`src/crt_pkg.sv`:
```
package crt_pkg;

  // ******************************
  // I/O port codes
  // ******************************
  typedef enum logic [2:0] {
    PORT_CRTC_IDX  = 3'd0,
    PORT_CRTC_DATA = 3'd1,
    PORT_SEQ_IDX   = 3'd2,
    PORT_SEQ_DATA  = 3'd3,
    PORT_ATTR      = 3'd4,
    PORT_STATUS    = 3'd5
  } crt_port_t;

  // crtc register indexes that are kept
  localparam logic [7:0] CR_H_TOTAL       = 8'h00;
  localparam logic [7:0] CR_H_DISP_END    = 8'h01;
  localparam logic [7:0] CR_H_BLANK_START = 8'h02;
  localparam logic [7:0] CR_H_BLANK_END   = 8'h03;
  localparam logic [7:0] CR_H_SYNC_START  = 8'h04;
  localparam logic [7:0] CR_H_SYNC_END    = 8'h05;
  localparam logic [7:0] CR_V_TOTAL       = 8'h06;
  localparam logic [7:0] CR_V_SYNC_START  = 8'h10;
  localparam logic [7:0] CR_V_SYNC_END    = 8'h11;  // cr11
  localparam logic [7:0] CR_V_DISP_END    = 8'h12;
  localparam logic [7:0] CR_V_BLANK_START = 8'h15;
  localparam logic [7:0] CR_V_BLANK_END   = 8'h16;

  localparam logic [7:0] SR_CLK_MODE      = 8'h01;  // sr01

  typedef struct packed {
    logic [7:0] h_total;
    logic [7:0] h_disp_end;
    logic [7:0] h_blank_start;
    logic [7:0] h_blank_end;
    logic [7:0] h_sync_start;
    logic [7:0] h_sync_end;
    logic [7:0] v_total;
    logic [7:0] v_disp_end;
    logic [7:0] v_blank_start;
    logic [7:0] v_blank_end;
    logic [7:0] v_sync_start;
    logic [7:0] cr11;           // [5] int enable_n, [4] int clear_n, [3:0] vsync end
  } crt_regs_t;

  typedef struct packed {
    logic [7:0] sr01;           // [5] screen off, [0] 8 dot chars
  } seq_regs_t;

  typedef struct packed {
    logic [1:0] rsvd;
    logic       pas;            // palette address source
    logic [4:0] index;
  } attr_index_t;

  typedef union packed {
    attr_index_t idx;
    logic [7:0]  data;
  } attr_word_u;

  typedef struct packed {
    logic hde;
    logic ahde;
    logic vde;
    logic hblank;
    logic vblank;
    logic hsync;
    logic vsync;
    logic cclk_en;
    logic dclk_en;
    logic line_end;
  } crt_timing_t;

endpackage

```
`src/crt_reg_decode.sv`:
```
module crt_reg_decode (
  input  logic               t_crt_clk,
  input  logic               h_reset_n,
  input  logic               io_wr,
  input  logic               io_rd,
  input  crt_pkg::crt_port_t io_port,
  input  logic [7:0]         io_wdata,
  output crt_pkg::crt_regs_t crt_regs,
  output crt_pkg::seq_regs_t seq_regs,
  output logic               attr_pas
);
  import crt_pkg::*;

  logic [7:0] crtc_idx;
  logic [7:0] seq_idx;
  logic       attr_ff;        // low in index state, high in data state
  attr_word_u attr_word;
  logic       crtc_idx_wr;
  logic       crtc_data_wr;
  logic       seq_idx_wr;
  logic       seq_data_wr;
  logic       attr_wr;
  logic       status_rd;

  // ******************************
  // strobe decode
  // ******************************
  assign crtc_idx_wr  = io_wr & (io_port == PORT_CRTC_IDX);
  assign crtc_data_wr = io_wr & (io_port == PORT_CRTC_DATA);
  assign seq_idx_wr   = io_wr & (io_port == PORT_SEQ_IDX);
  assign seq_data_wr  = io_wr & (io_port == PORT_SEQ_DATA);
  assign attr_wr      = io_wr & (io_port == PORT_ATTR);
  assign status_rd    = io_rd & (io_port == PORT_STATUS);

  assign attr_word.data = io_wdata;

  always_ff @(posedge t_crt_clk or negedge h_reset_n) begin
    if (!h_reset_n) begin
      crtc_idx <= 8'h00;
      seq_idx  <= 8'h00;
    end else begin
      if (crtc_idx_wr) crtc_idx <= io_wdata;
      if (seq_idx_wr)  seq_idx  <= io_wdata;
    end
  end

  // ******************************
  // register bank
  // ******************************
  always_ff @(posedge t_crt_clk or negedge h_reset_n) begin
    if (!h_reset_n) begin
      crt_regs <= '0;
    end else if (crtc_data_wr) begin
      case (crtc_idx)
        CR_H_TOTAL:       crt_regs.h_total       <= io_wdata;
        CR_H_DISP_END:    crt_regs.h_disp_end    <= io_wdata;
        CR_H_BLANK_START: crt_regs.h_blank_start <= io_wdata;
        CR_H_BLANK_END:   crt_regs.h_blank_end   <= io_wdata;
        CR_H_SYNC_START:  crt_regs.h_sync_start  <= io_wdata;
        CR_H_SYNC_END:    crt_regs.h_sync_end    <= io_wdata;
        CR_V_TOTAL:       crt_regs.v_total       <= io_wdata;
        CR_V_SYNC_START:  crt_regs.v_sync_start  <= io_wdata;
        CR_V_SYNC_END:    crt_regs.cr11          <= io_wdata;
        CR_V_DISP_END:    crt_regs.v_disp_end    <= io_wdata;
        CR_V_BLANK_START: crt_regs.v_blank_start <= io_wdata;
        CR_V_BLANK_END:   crt_regs.v_blank_end   <= io_wdata;
        default: ;                               // index not kept
      endcase
    end
  end

  always_ff @(posedge t_crt_clk or negedge h_reset_n) begin
    if (!h_reset_n) begin
      seq_regs <= '0;
    end else if (seq_data_wr && (seq_idx == SR_CLK_MODE)) begin
      seq_regs.sr01 <= io_wdata;
    end
  end

  // ******************************
  // attribute flip-flop
  // ******************************
  // the status read wins over a write in the same clock
  always_ff @(posedge t_crt_clk or negedge h_reset_n) begin
    if (!h_reset_n) begin
      attr_ff <= 1'b0;
    end else if (status_rd) begin
      attr_ff <= 1'b0;
    end else if (attr_wr) begin
      attr_ff <= ~attr_ff;
    end
  end

  // palette and mode data go nowhere in this frame, so a data write only toggles
  always_ff @(posedge t_crt_clk or negedge h_reset_n) begin
    if (!h_reset_n) begin
      attr_pas <= 1'b0;
    end else if (attr_wr && !attr_ff && !status_rd) begin
      attr_pas <= attr_word.idx.pas;    // index state
    end
  end

endmodule

```
`src/crt_timing_gen.sv`:
```
module crt_timing_gen #(
  parameter int DOTS_MAX = 9
) (
  input  logic                 t_crt_clk,
  input  logic                 h_reset_n,
  input  crt_pkg::crt_regs_t   crt_regs,
  input  logic                 sr01_b0,
  output crt_pkg::crt_timing_t timing
);
  import crt_pkg::*;

  localparam int DW = $clog2(DOTS_MAX);

  logic [DW-1:0] dot_cnt;
  logic [DW-1:0] dot_last;
  logic          cclk_en;
  logic [7:0]    h_cnt;
  logic [7:0]    h_next;
  logic          h_last;
  logic [7:0]    v_cnt;
  logic          v_last;
  logic          line_end;
  logic [7:0]    v_sync_end;

  // inclusive compare window, wraps through zero when first > last
  function automatic logic in_range(
    input logic [7:0] cnt,
    input logic [7:0] first,
    input logic [7:0] last
  );
    logic hit;
    if (first <= last) begin
      hit = (cnt >= first) && (cnt <= last);
    end else begin
      hit = (cnt >= first) || (cnt <= last);
    end
    return hit;
  endfunction

  // ******************************
  // dot to character divider
  // ******************************
  assign dot_last = sr01_b0 ? DW'(7) : DW'(DOTS_MAX - 1);
  assign cclk_en  = (dot_cnt >= dot_last);   // >= covers a 9 to 8 switch mid char

  always_ff @(posedge t_crt_clk or negedge h_reset_n) begin
    if (!h_reset_n) begin
      dot_cnt <= '0;
    end else if (cclk_en) begin
      dot_cnt <= '0;
    end else begin
      dot_cnt <= dot_cnt + DW'(1);
    end
  end

  // ******************************
  // horizontal and vertical counts
  // ******************************
  assign h_last   = (h_cnt >= crt_regs.h_total);
  assign h_next   = h_last ? 8'd0 : h_cnt + 8'd1;
  assign line_end = cclk_en & h_last;

  always_ff @(posedge t_crt_clk or negedge h_reset_n) begin
    if (!h_reset_n) begin
      h_cnt <= 8'd0;
    end else if (cclk_en) begin
      h_cnt <= h_next;
    end
  end

  assign v_last = (v_cnt >= crt_regs.v_total);

  always_ff @(posedge t_crt_clk or negedge h_reset_n) begin
    if (!h_reset_n) begin
      v_cnt <= 8'd0;
    end else if (line_end) begin
      v_cnt <= v_last ? 8'd0 : v_cnt + 8'd1;
    end
  end

  // only the low nibble of the sync end is programmed
  always_comb begin
    v_sync_end = {crt_regs.v_sync_start[7:4], crt_regs.cr11[3:0]};
    if (crt_regs.cr11[3:0] < crt_regs.v_sync_start[3:0]) begin
      v_sync_end = v_sync_end + 8'd16;
    end
  end

  // ******************************
  // enables, blanking and sync
  // ******************************
  always_comb begin
    timing.hde      = (h_cnt <= crt_regs.h_disp_end);
    timing.ahde     = (h_next <= crt_regs.h_disp_end);   // one char ahead
    timing.vde      = (v_cnt <= crt_regs.v_disp_end);
    timing.hblank   = in_range(h_cnt, crt_regs.h_blank_start, crt_regs.h_blank_end);
    timing.vblank   = in_range(v_cnt, crt_regs.v_blank_start, crt_regs.v_blank_end);
    timing.hsync    = in_range(h_cnt, crt_regs.h_sync_start, crt_regs.h_sync_end);
    timing.vsync    = in_range(v_cnt, crt_regs.v_sync_start, v_sync_end);
    timing.cclk_en  = cclk_en;
    timing.dclk_en  = 1'b1;                              // dot clock is the core clock
    timing.line_end = line_end;
  end

endmodule

```
`src/crt_op_stage.sv`:
```
module crt_op_stage (
  input  logic                 t_crt_clk,
  input  logic                 h_reset_n,
  input  crt_pkg::crt_timing_t timing,
  input  logic [7:0]           cr11,
  input  logic                 sr01_b5,
  input  logic                 attr_pas,
  input  logic                 vga_en,
  output logic                 crt_int,
  output logic                 attr_de,
  output logic                 cblank_n,
  output logic                 ade,
  output logic                 screen_off,
  output logic                 dis_en_sta
);
  import crt_pkg::*;

  logic [2:0] hde_d_cc;
  logic [1:0] vde_sync;
  logic [1:0] pas_sync;
  logic [1:0] off_sync;        // resets to ones, screen off after reset
  logic [3:0] blank_d_cc;
  logic       gated_hde;
  logic [2:0] attr_de_d;
  logic [4:0] blank_d_dc;
  logic       blank_ff;
  logic       intrpt_ff;
  logic       ade_ff;
  logic       comp_blank;
  logic       int_blank;

  assign comp_blank = timing.hblank | timing.vblank;

  // ******************************
  // character clock stages
  // ******************************
  always_ff @(posedge t_crt_clk or negedge h_reset_n) begin
    if (!h_reset_n) begin
      hde_d_cc   <= 3'b000;
      vde_sync   <= 2'b00;
      pas_sync   <= 2'b00;
      off_sync   <= 2'b11;
      blank_d_cc <= 4'b0000;
    end else if (timing.cclk_en) begin
      hde_d_cc   <= {hde_d_cc[1:0], timing.hde};
      vde_sync   <= {vde_sync[0], timing.vde};
      pas_sync   <= {pas_sync[0], attr_pas};
      off_sync   <= {off_sync[0], sr01_b5 | ~vga_en};
      blank_d_cc <= {blank_d_cc[2:0], comp_blank};
    end
  end

  assign screen_off = off_sync[1];
  assign dis_en_sta = ~(hde_d_cc[2] & vde_sync[1]);   // low inside the display area
  assign int_blank  = off_sync[1] | blank_d_cc[3];

  // ******************************
  // dot clock stages
  // ******************************
  always_ff @(posedge t_crt_clk or negedge h_reset_n) begin
    if (!h_reset_n) begin
      gated_hde  <= 1'b0;
      attr_de_d  <= 3'b000;
      blank_d_dc <= 5'b00000;
    end else if (timing.dclk_en) begin
      gated_hde  <= pas_sync[1] & hde_d_cc[2];
      attr_de_d  <= {attr_de_d[1:0], gated_hde & vde_sync[1]};
      blank_d_dc <= {blank_d_dc[3:0], int_blank};
    end
  end

  assign attr_de = attr_de_d[2];

  always_ff @(posedge t_crt_clk or negedge h_reset_n) begin
    if (!h_reset_n) blank_ff <= 1'b0;
    else            blank_ff <= blank_d_dc[4];
  end

  assign cblank_n = ~blank_ff;

  // vertical retrace interrupt, held until cr11 bit 4 goes low
  always_ff @(posedge t_crt_clk or negedge h_reset_n) begin
    if (!h_reset_n) begin
      intrpt_ff <= 1'b0;
    end else if (timing.cclk_en) begin
      intrpt_ff <= (intrpt_ff | ~timing.vde) & cr11[4];
    end
  end

  assign crt_int = intrpt_ff & ~cr11[5];

  always_ff @(posedge t_crt_clk or negedge h_reset_n) begin
    if (!h_reset_n) begin
      ade_ff <= 1'b0;
    end else if (timing.line_end) begin
      ade_ff <= timing.vde;                            // latched per line
    end
  end

  assign ade = ade_ff & timing.ahde;

endmodule

```
`src/crt_top.sv`:
```
module crt_top #(
  parameter int DOTS_MAX = 9
) (
  input  logic               t_crt_clk,
  input  logic               h_reset_n,
  input  logic               io_wr,
  input  logic               io_rd,
  input  crt_pkg::crt_port_t io_port,
  input  logic [7:0]         io_wdata,
  input  logic               vga_en,
  output logic               crt_int,
  output logic               attr_de,
  output logic               cblank_n,
  output logic               ade,
  output logic               screen_off,
  output logic               dis_en_sta,
  output logic               hsync,
  output logic               vsync
);
  import crt_pkg::*;

  crt_regs_t   crt_regs;
  seq_regs_t   seq_regs;
  logic        attr_pas;
  crt_timing_t timing;

  // ******************************
  // decode, timing, output stage
  // ******************************
  crt_reg_decode reg_decode_i (
    .t_crt_clk (t_crt_clk),
    .h_reset_n (h_reset_n),
    .io_wr     (io_wr),
    .io_rd     (io_rd),
    .io_port   (io_port),
    .io_wdata  (io_wdata),
    .crt_regs  (crt_regs),
    .seq_regs  (seq_regs),
    .attr_pas  (attr_pas)
  );

  crt_timing_gen #(
    .DOTS_MAX (DOTS_MAX)
  ) timing_gen_i (
    .t_crt_clk (t_crt_clk),
    .h_reset_n (h_reset_n),
    .crt_regs  (crt_regs),
    .sr01_b0   (seq_regs.sr01[0]),
    .timing    (timing)
  );

  crt_op_stage op_stage_i (
    .t_crt_clk  (t_crt_clk),
    .h_reset_n  (h_reset_n),
    .timing     (timing),
    .cr11       (crt_regs.cr11),
    .sr01_b5    (seq_regs.sr01[5]),
    .attr_pas   (attr_pas),
    .vga_en     (vga_en),
    .crt_int    (crt_int),
    .attr_de    (attr_de),
    .cblank_n   (cblank_n),
    .ade        (ade),
    .screen_off (screen_off),
    .dis_en_sta (dis_en_sta)
  );

  assign hsync = timing.hsync;   // sync leaves without the output stage delay
  assign vsync = timing.vsync;

endmodule

```
`config.mk`:
```
export PLATFORM = sky130hd
export DESIGN_NAME = crt_top
export DESIGN_NICKNAME = d
export VERILOG_FILES = /design/src/crt_pkg.sv /design/src/crt_reg_decode.sv /design/src/crt_timing_gen.sv /design/src/crt_op_stage.sv /design/src/crt_top.sv
export SDC_FILE = /design/constraint.sdc
export NUM_CORES = 1
export LEC_CHECK = 0
export CAP_MARGIN = 5
export CORE_MARGIN = 2
export CORE_UTILIZATION = 51
export CTS_BUF_LIST = sky130_fd_sc_hd__clkbuf_16
export CTS_CLUSTER_SIZE = 14
export DETAILED_ROUTE_END_ITERATION = 7
export DONT_BUFFER_PORTS = 1
export PLACE_DENSITY_LB_ADDON = 0.12
export SETUP_SLACK_MARGIN = 0.05
export SLEW_MARGIN = 30
export SYNTH_ARGS = -nofsm -noshare
export SYNTH_HDL_FRONTEND = slang
export SYNTH_SLANG_ARGS = --single-unit
```
`constraint.sdc`:
```
create_clock -name t_crt_clk -period 4.4 [get_ports t_crt_clk]
set_clock_uncertainty 0.2 [all_clocks]
set_input_delay 0.44 -clock t_crt_clk [delete_from_list [all_inputs] [get_ports t_crt_clk]]
set_output_delay 0.44 -clock t_crt_clk [all_outputs]
set_load 0.01 [all_outputs]
```
* Word-level counts from Yosys, hierarchy flattened
Index checks and enable logic that the tools add are counted.
** Cells by class
- $lt $le $gt $ge :: 19
- Multiply operators :: 0
- Reduce and logical (&&, ||, !) cells :: 28
- Equality and inequality tests :: 17
- Bitwise operators :: 23
- Divide/modulo/power cells :: 0
- Mux-type cells :: 11
- Shifts and indexed selects :: 0
- Add/subtract/negate cells :: 4
** Operators with widths (count)
- <= comparator 8 bit :: 11
- greater-or-equal comparator 8 bit :: 6
- equality test 8 x 5 -> 1 bit (second input constant) :: 5
- equality test 8 x 3 -> 1 bit (second input constant) :: 3
- 2-to-1 mux 8 bit :: 3
- AND reduction 2 bit :: 12
- adder 8 x 1 -> 8 bit (second input constant) :: 2
- equality test 8 x 1 -> 1 bit (second input constant) :: 2
- equality test 8 x 2 -> 1 bit (second input constant) :: 2
- bitwise AND 1 bit :: 13
- adder 8 x 5 -> 8 bit (second input constant) :: 1
- logical NOT 8 bit :: 1
- 2-to-1 mux 4 bit :: 2
- logical AND 1 bit :: 7
- equality test 3 x 2 -> 1 bit (second input constant) :: 2
- equality test 3 bit (second input constant) :: 2
- 2-to-1 mux 1 bit :: 6
- NOT 1 bit :: 6
- adder 4 x 1 -> 4 bit (second input constant) :: 1
- greater-or-equal comparator 4 bit :: 1
- logical OR 1 bit :: 4
- less-than comparator 4 bit :: 1
- OR 1 bit :: 4
- equality test 3 x 1 -> 1 bit (second input constant) :: 1
- other kinds (3) :: 4
** Storage, ports and cells
- Logic and storage cells :: 133
- Memory bits (read-only) :: 0
- Memories kept :: 0
- Input port bits :: 16
- Memory bits (writable) :: 0
- Latch bits :: 0
- Flip-flop bits (word level) :: 163

* Logic depth before layout (Yosys ltp)
- Depth after elaboration :: 5
- Depth in mapped cells :: 17
- Mapped depth without buffers :: 16

* Hierarchy
From an unflattened synthesis, not the netlist that was laid out.
** Unflattened totals
- Cells, all modules :: 935
- Area total of the unflattened synthesis :: 10630.2 um^2
** By module, submodules not included
- crt_reg_decode :: area each 4948.5 um^2, instances 1, cells each 297
- crt_timing_gen :: area each 4688.2 um^2, instances 1, cells each 570
- crt_op_stage :: area each 993.5 um^2, instances 1, cells each 68

* Worst setup path before layout
Ideal clock, no wire load.
- Path kind :: reg2out
- Start :: register, netlist name reg_decode_i.crt_regs[1]
- End :: output vsync
- Data required time :: 3.760 ns
- Path buffers :: 0
- Data arrival time :: 2.808 ns
- Stages on the path, launching flop included :: 15
- Setup slack :: 0.952 ns
- Cells stage by stage :: dfrtp_1 inv_1 ha_1 nor2b_1 o21ai_0 nand2b_1 a21oi_1 mux2i_1 ha_1 a21o_1 a21o_1 a21oi_1 o21ai_0 o21a_1 maj3_1
** Between the ends
- Longest elaborated chain between the ends :: 5
** RTL lines
- adder 8 x 5 -> 8 bit / less-than comparator 4 bit (equally long branches) :: RTL line crt_timing_gen.sv:85, crt_timing_gen.sv:84
- 2-to-1 mux 8 bit * :: RTL line crt_timing_gen.sv:84 : if (crt_regs.cr11[3:0] < crt_regs.v_sync_start[3:0]) begin
- <= comparator 8 bit :: RTL line crt_timing_gen.sv:33, crt_timing_gen.sv:35
- logical OR 1 bit / logical AND 1 bit (equally long branches) :: RTL line crt_timing_gen.sv:35, crt_timing_gen.sv:33
- 2-to-1 mux 1 bit * :: RTL line crt_timing_gen.sv:32 : if (first <= last) begin
- end: declaration :: RTL line crt_top.sv:18 : output logic vsync
Mark *: on every way between the ends. The rest lies on a longest branch, timed or not.

* Final worst setup path
- Start :: register timing_gen_i.h_cnt[0]
- End :: output ade
** Between the ends
- Longest elaborated chain between the ends :: 4
** RTL lines
- start: declaration :: RTL line crt_timing_gen.sv:17 : logic [7:0] h_cnt;
- start signal: assignment :: RTL line crt_timing_gen.sv:67 : h_cnt <= h_next;
- adder 8 x 1 -> 8 bit / greater-or-equal comparator 8 bit (equally long branches) :: RTL line crt_timing_gen.sv:60, crt_timing_gen.sv:59
- 2-to-1 mux 8 bit * :: RTL line crt_timing_gen.sv:60 : assign h_next = h_last ? 8'd0 : h_cnt + 8'd1;
- via timing_gen_i.h_next[5] :: RTL line crt_timing_gen.sv:18 : logic [7:0] h_next;
- <= comparator 8 bit * :: RTL line crt_timing_gen.sv:94 : timing.ahde = (h_next <= crt_regs.h_disp_end);
- bitwise AND 1 bit * :: RTL line crt_op_stage.sv:100 : assign ade = ade_ff & timing.ahde;
- end: declaration :: RTL line crt_top.sv:14 : output logic ade,
The timed path passes the listed nets; every way through them passes the cells marked *.

==> metrics.json <==
{
  "ir_drop": {"value": 0.000294, "unit": "V"},
  "synth.most_common_cell": {"value": "sky130_fd_sc_hd__dfrtp_1"},
  "r2r.worst_path.cells": {"value": 5},
  "flow.area_growth_from_synthesis": {"value": 10.6, "unit": "%"},
  "grt_first_pass_wirelength": {"value": 36000, "unit": "µm"},
  "remaining_drc_errors": {"value": 0},
  "detailed_place_hpwl": {"value": 14700, "unit": "µm"},
  "port_buffers": {"value": 0},
  "result_of_the_run": {"value": "finished clean"},
  "wl_per_cell": {"value": 17.8, "unit": "µm"},
  "synth_top_family_by_area": {"value": "adder cells"},
  "globalRoute.totalOverflow": {"value": 0},
  "netlist_top_cells_area": {"value": "sky130_fd_sc_hd__dfrtp_1 41%, sky130_fd_sc_hd__ha_1 19%, sky130_fd_sc_hd__mux2_2 5.1%"},
  "synth_largest_type_area_fraction": {"value": 40.7, "unit": "%"},
  "power.density_cell_area": {"value": 463, "unit": "nW/µm²"},
  "yosys_warnings": {"value": 0},
  "core": {"value": 18600, "unit": "µm²"},
  "grt_max_degree": {"value": 160},
  "synthAdderAreaFrac": {"value": 19.4, "unit": "%"},
  "synth_area_leader_cell": {"value": "sky130_fd_sc_hd__dfrtp_1"},
  "route.vias.total": {"value": 6658},
  "async_reset_ff_share": {"value": 100, "unit": "%"},
  "postLayoutCoreUtil": {"value": 57.3, "unit": "%"},
  "drt-total-wl": {"value": 21800, "unit": "µm"},
  "drive_gt1_share": {"value": 12.3, "unit": "%"},
  "cp.arrival": {"value": 3450, "unit": "ps"},
  "synth.net_count": {"value": 1122},
  "initial_utilization": {"value": 51.8, "unit": "%"},
  "finalHoldViolCount": {"value": 0},
  "number_of_nets_in_the_final_layout": {"value": 1141},
  "timing.fmax": {"value": 245, "unit": "MHz"},
  "synth_cell_type_count": {"value": 55},
  "post-cts-setup-buffers": {"value": 0},
  "antenna_found_initial": {"value": 1},
  "die_area": {"value": 20000, "unit": "µm²"},
  "finalHoldWorstSlack": {"value": 46.3, "unit": "ps"},
  "synthesis_stage_register_bit_count": {"value": 159},
  "tns": {"value": 0, "unit": "ps"},
  "rows": {"value": 50},
  "compound_gate_fraction_of_synth_area": {"value": 12.9, "unit": "%"},
  "die_height": {"value": 142, "unit": "µm"},
  "synth_xor_area_share": {"value": 0.907, "unit": "%"},
  "worst_setup_end_kind": {"value": "output port"},
  "tritoncts_num_sinks": {"value": 159},
  "worst-path-max-fanout": {"value": 13},
  "post_synth_inst_count": {"value": 958},
  "holdCritPathClass": {"value": "input port to flip-flop"},
  "layout.cell_area.non_filler": {"value": 10700, "unit": "µm²"},
  "leakage": {"value": 5.52, "unit": "nW"},
  "clkSlewWorstSetupHoldPaths": {"value": 70, "unit": "ps"},
  "cts_buffers": {"value": 17},
  "cts_htree_levels": {"value": 4},
  "worstSkewPairLatency": {"value": 430, "unit": "ps"},
  "die_width": {"value": 142, "unit": "µm"},
  "final_antenna_net_count": {"value": 0},
  "post_synth_most_frequent_cells": {"value": "157 x sky130_fd_sc_hd__dfrtp_1, 148 x sky130_fd_sc_hd__ha_1, 103 x sky130_fd_sc_hd__nand2_1, 99 x sky130_fd_sc_hd__inv_1, 94 x sky130_fd_sc_hd__o21ai_0"},
  "drt_first_pass_iters": {"value": 4},
  "final.min_clock_period": {"value": 4090, "unit": "ps"},
  "total_grt_usage": {"value": 23.3, "unit": "%"},
  "clock_tree.root_cell": {"value": "sky130_fd_sc_hd__clkbuf_16"},
  "clock_tree.buffer_depth": {"value": 2},
  "gp_congestion": {"value": 0.797},
  "detailedRoute.firstIterationViolations": {"value": 400},
  "critPathKind": {"value": "flip-flop to output port"},
  "setup_viol": {"value": 0},
  "dpl_cell_area": {"value": 9940, "unit": "µm²"},
  "timing.slew.headroom": {"value": 32.1, "unit": "%"},
  "postSynthAreaPerCell": {"value": 10.1, "unit": "µm²"},
  "synth.area.mux_share": {"value": 7.83, "unit": "%"},
  "drt-vias-per-instance": {"value": 5.44},
  "synth-seq-area-share": {"value": 41.2, "unit": "%"},
  "synth-edff-count": {"value": 0},
  "post_synth_and_or_nand_nor_area_fraction": {"value": 12.8, "unit": "%"},
  "hold_depth": {"value": 2},
  "synthFlopType": {"value": "sky130_fd_sc_hd__dfrtp_1"},
  "grt_pass1_vias": {"value": 6667},
  "fin_total_pwr": {"value": 4.94, "unit": "mW"},
  "synth.cell_area": {"value": 9650, "unit": "µm²"},
  "crit_path_start_kind": {"value": "flip-flop"},
  "drv_slew": {"value": 0},
  "max-cap-violations": {"value": 0},
  "period_share": {"value": 92.9, "unit": "%"},
  "rsz0062_at_grt": {"value": "false"},
  "worstPathRequired": {"value": 3760, "unit": "ps"},
  "tritoncts": {"value": "yes"},
  "slew_of_the_pin_with_the_lowest_slew_margin": {"value": 1020, "unit": "ps"},
  "pin_count": {"value": 24}
}
## kinds of logic after synthesis
group / Yosys count
buffers and inverters: 122
adders and majority gates: 150
and+or+nand+nor: 246
DFF: 159
muxes: 62
xor gates and xnor gates: 10
AOI/OAI and AO/OA: 209
## timing repair
item | in CTS | in global routing
endpoints found under the setup margin | 0 | 2
endpoints found under the hold margin | 274 | 0
gates resized for setup | 0 | 3
hold buffers | 12 | 0
## critical path: stages (launching register included)
cell	delay (ps)
sky130_fd_sc_hd__dfrtp_1	400
sky130_fd_sc_hd__inv_1	260
sky130_fd_sc_hd__ha_1	290
sky130_fd_sc_hd__nand2b_1	140
sky130_fd_sc_hd__a21o_1	170
sky130_fd_sc_hd__a21oi_1	130
sky130_fd_sc_hd__o21a_1	180
sky130_fd_sc_hd__nand2_2	180
sky130_fd_sc_hd__nor2_1	170
sky130_fd_sc_hd__ha_1	260
sky130_fd_sc_hd__a21o_1	190
sky130_fd_sc_hd__a21o_1	170
sky130_fd_sc_hd__a21oi_1	120
sky130_fd_sc_hd__o21ai_0	80
sky130_fd_sc_hd__o21ai_0	60
sky130_fd_sc_hd__and2_1	220
## metrics by stage
stage | setup WS, ps | instances
after floorplan | 952 | 958
after global placement | 749 | 1180
after detailed placement | 685 | 1180
after CTS | 210 | 1224
after global routing | 34.4 | 1225
final | 312 | 1225
## cell type report
type                    instances  area, µm²
clock inverters                15        151
repair buffers                 23        220
inverters                      99        372
multi-input cells             677       5230
fillers                      1640       7970
well taps                     234        293
flip-flops and latches        159       3980
diodes                          1       2.50
clock buffers                  17        425
## state kept, by name, summed over array words and instances, names as in the netlist, 2 cells and up
register,count
reg_decode_i.crt_regs,94
reg_decode_i.crtc_idx,8
reg_decode_i.seq_idx,8
timing_gen_i.h_cnt,8
timing_gen_i.v_cnt,8
op_stage_i.blank_d_dc,5
op_stage_i.blank_d_cc,4
timing_gen_i.dot_cnt,4
op_stage_i.attr_de_d,3
op_stage_i.hde_d_cc,3
op_stage_i.off_sync,2
op_stage_i.pas_sync,2
op_stage_i.vde_sync,2
reg_decode_i.seq_regs,2
## report_power, final
part	switching (mW)	leakage [nW]	total, mW	internal [mW]
sequential	0.202	1.83	1.92	1.72
combinational	0.866	3.42	1.56	0.694
clock	0.666	0.279	1.46	0.798
total	1.73	5.52	4.94	3.21
## layer usage
metal	share of wire (%)	vias to the layer above	wire length (µm)	GRT usage, %
li1	-	3376	-	-
met1	47	3177	10300	32.2
met2	47	82	10300	37.8
met3	3.9	23	850	3.98
met4	1.7	0	365	7.05
met5	0	-	0	0
## path summary, 6_finish.rpt
path,slack [ps],from,endpoint
max,310,timing_gen_i.h_cnt[0],ade
min,50,io_wr,reg_decode_i.attr_ff
max reg2reg,1430,reg_decode_i.crtc_idx[3],reg_decode_i.crt_regs[40]
min reg2reg,150,op_stage_i.blank_d_dc[4],op_stage_i.blank_ff
max in group asynchronous,2860,h_reset_n,reg_decode_i.crt_regs[58]
min in group asynchronous,390,h_reset_n,reg_decode_i.crt_regs[52]
## cells in the final DEF (no fill, tap or decap), types with 16 or more instances in the layout
cell and n:
sky130_fd_sc_hd__a21oi_1 41, sky130_fd_sc_hd__mux2_4 16, sky130_fd_sc_hd__nor2b_1 19, sky130_fd_sc_hd__dfrtp_1 157, sky130_fd_sc_hd__clkbuf_16 17, sky130_fd_sc_hd__inv_1 99, sky130_fd_sc_hd__mux2_2 44, sky130_fd_sc_hd__nor2_1 39
sky130_fd_sc_hd__o21ai_0 94, sky130_fd_sc_hd__nand4_1 20, sky130_fd_sc_hd__nand2_1 102, sky130_fd_sc_hd__nand2b_1 17, sky130_fd_sc_hd__a21o_1 30, sky130_fd_sc_hd__ha_1 148
Power figures use the tool's default switching activity.
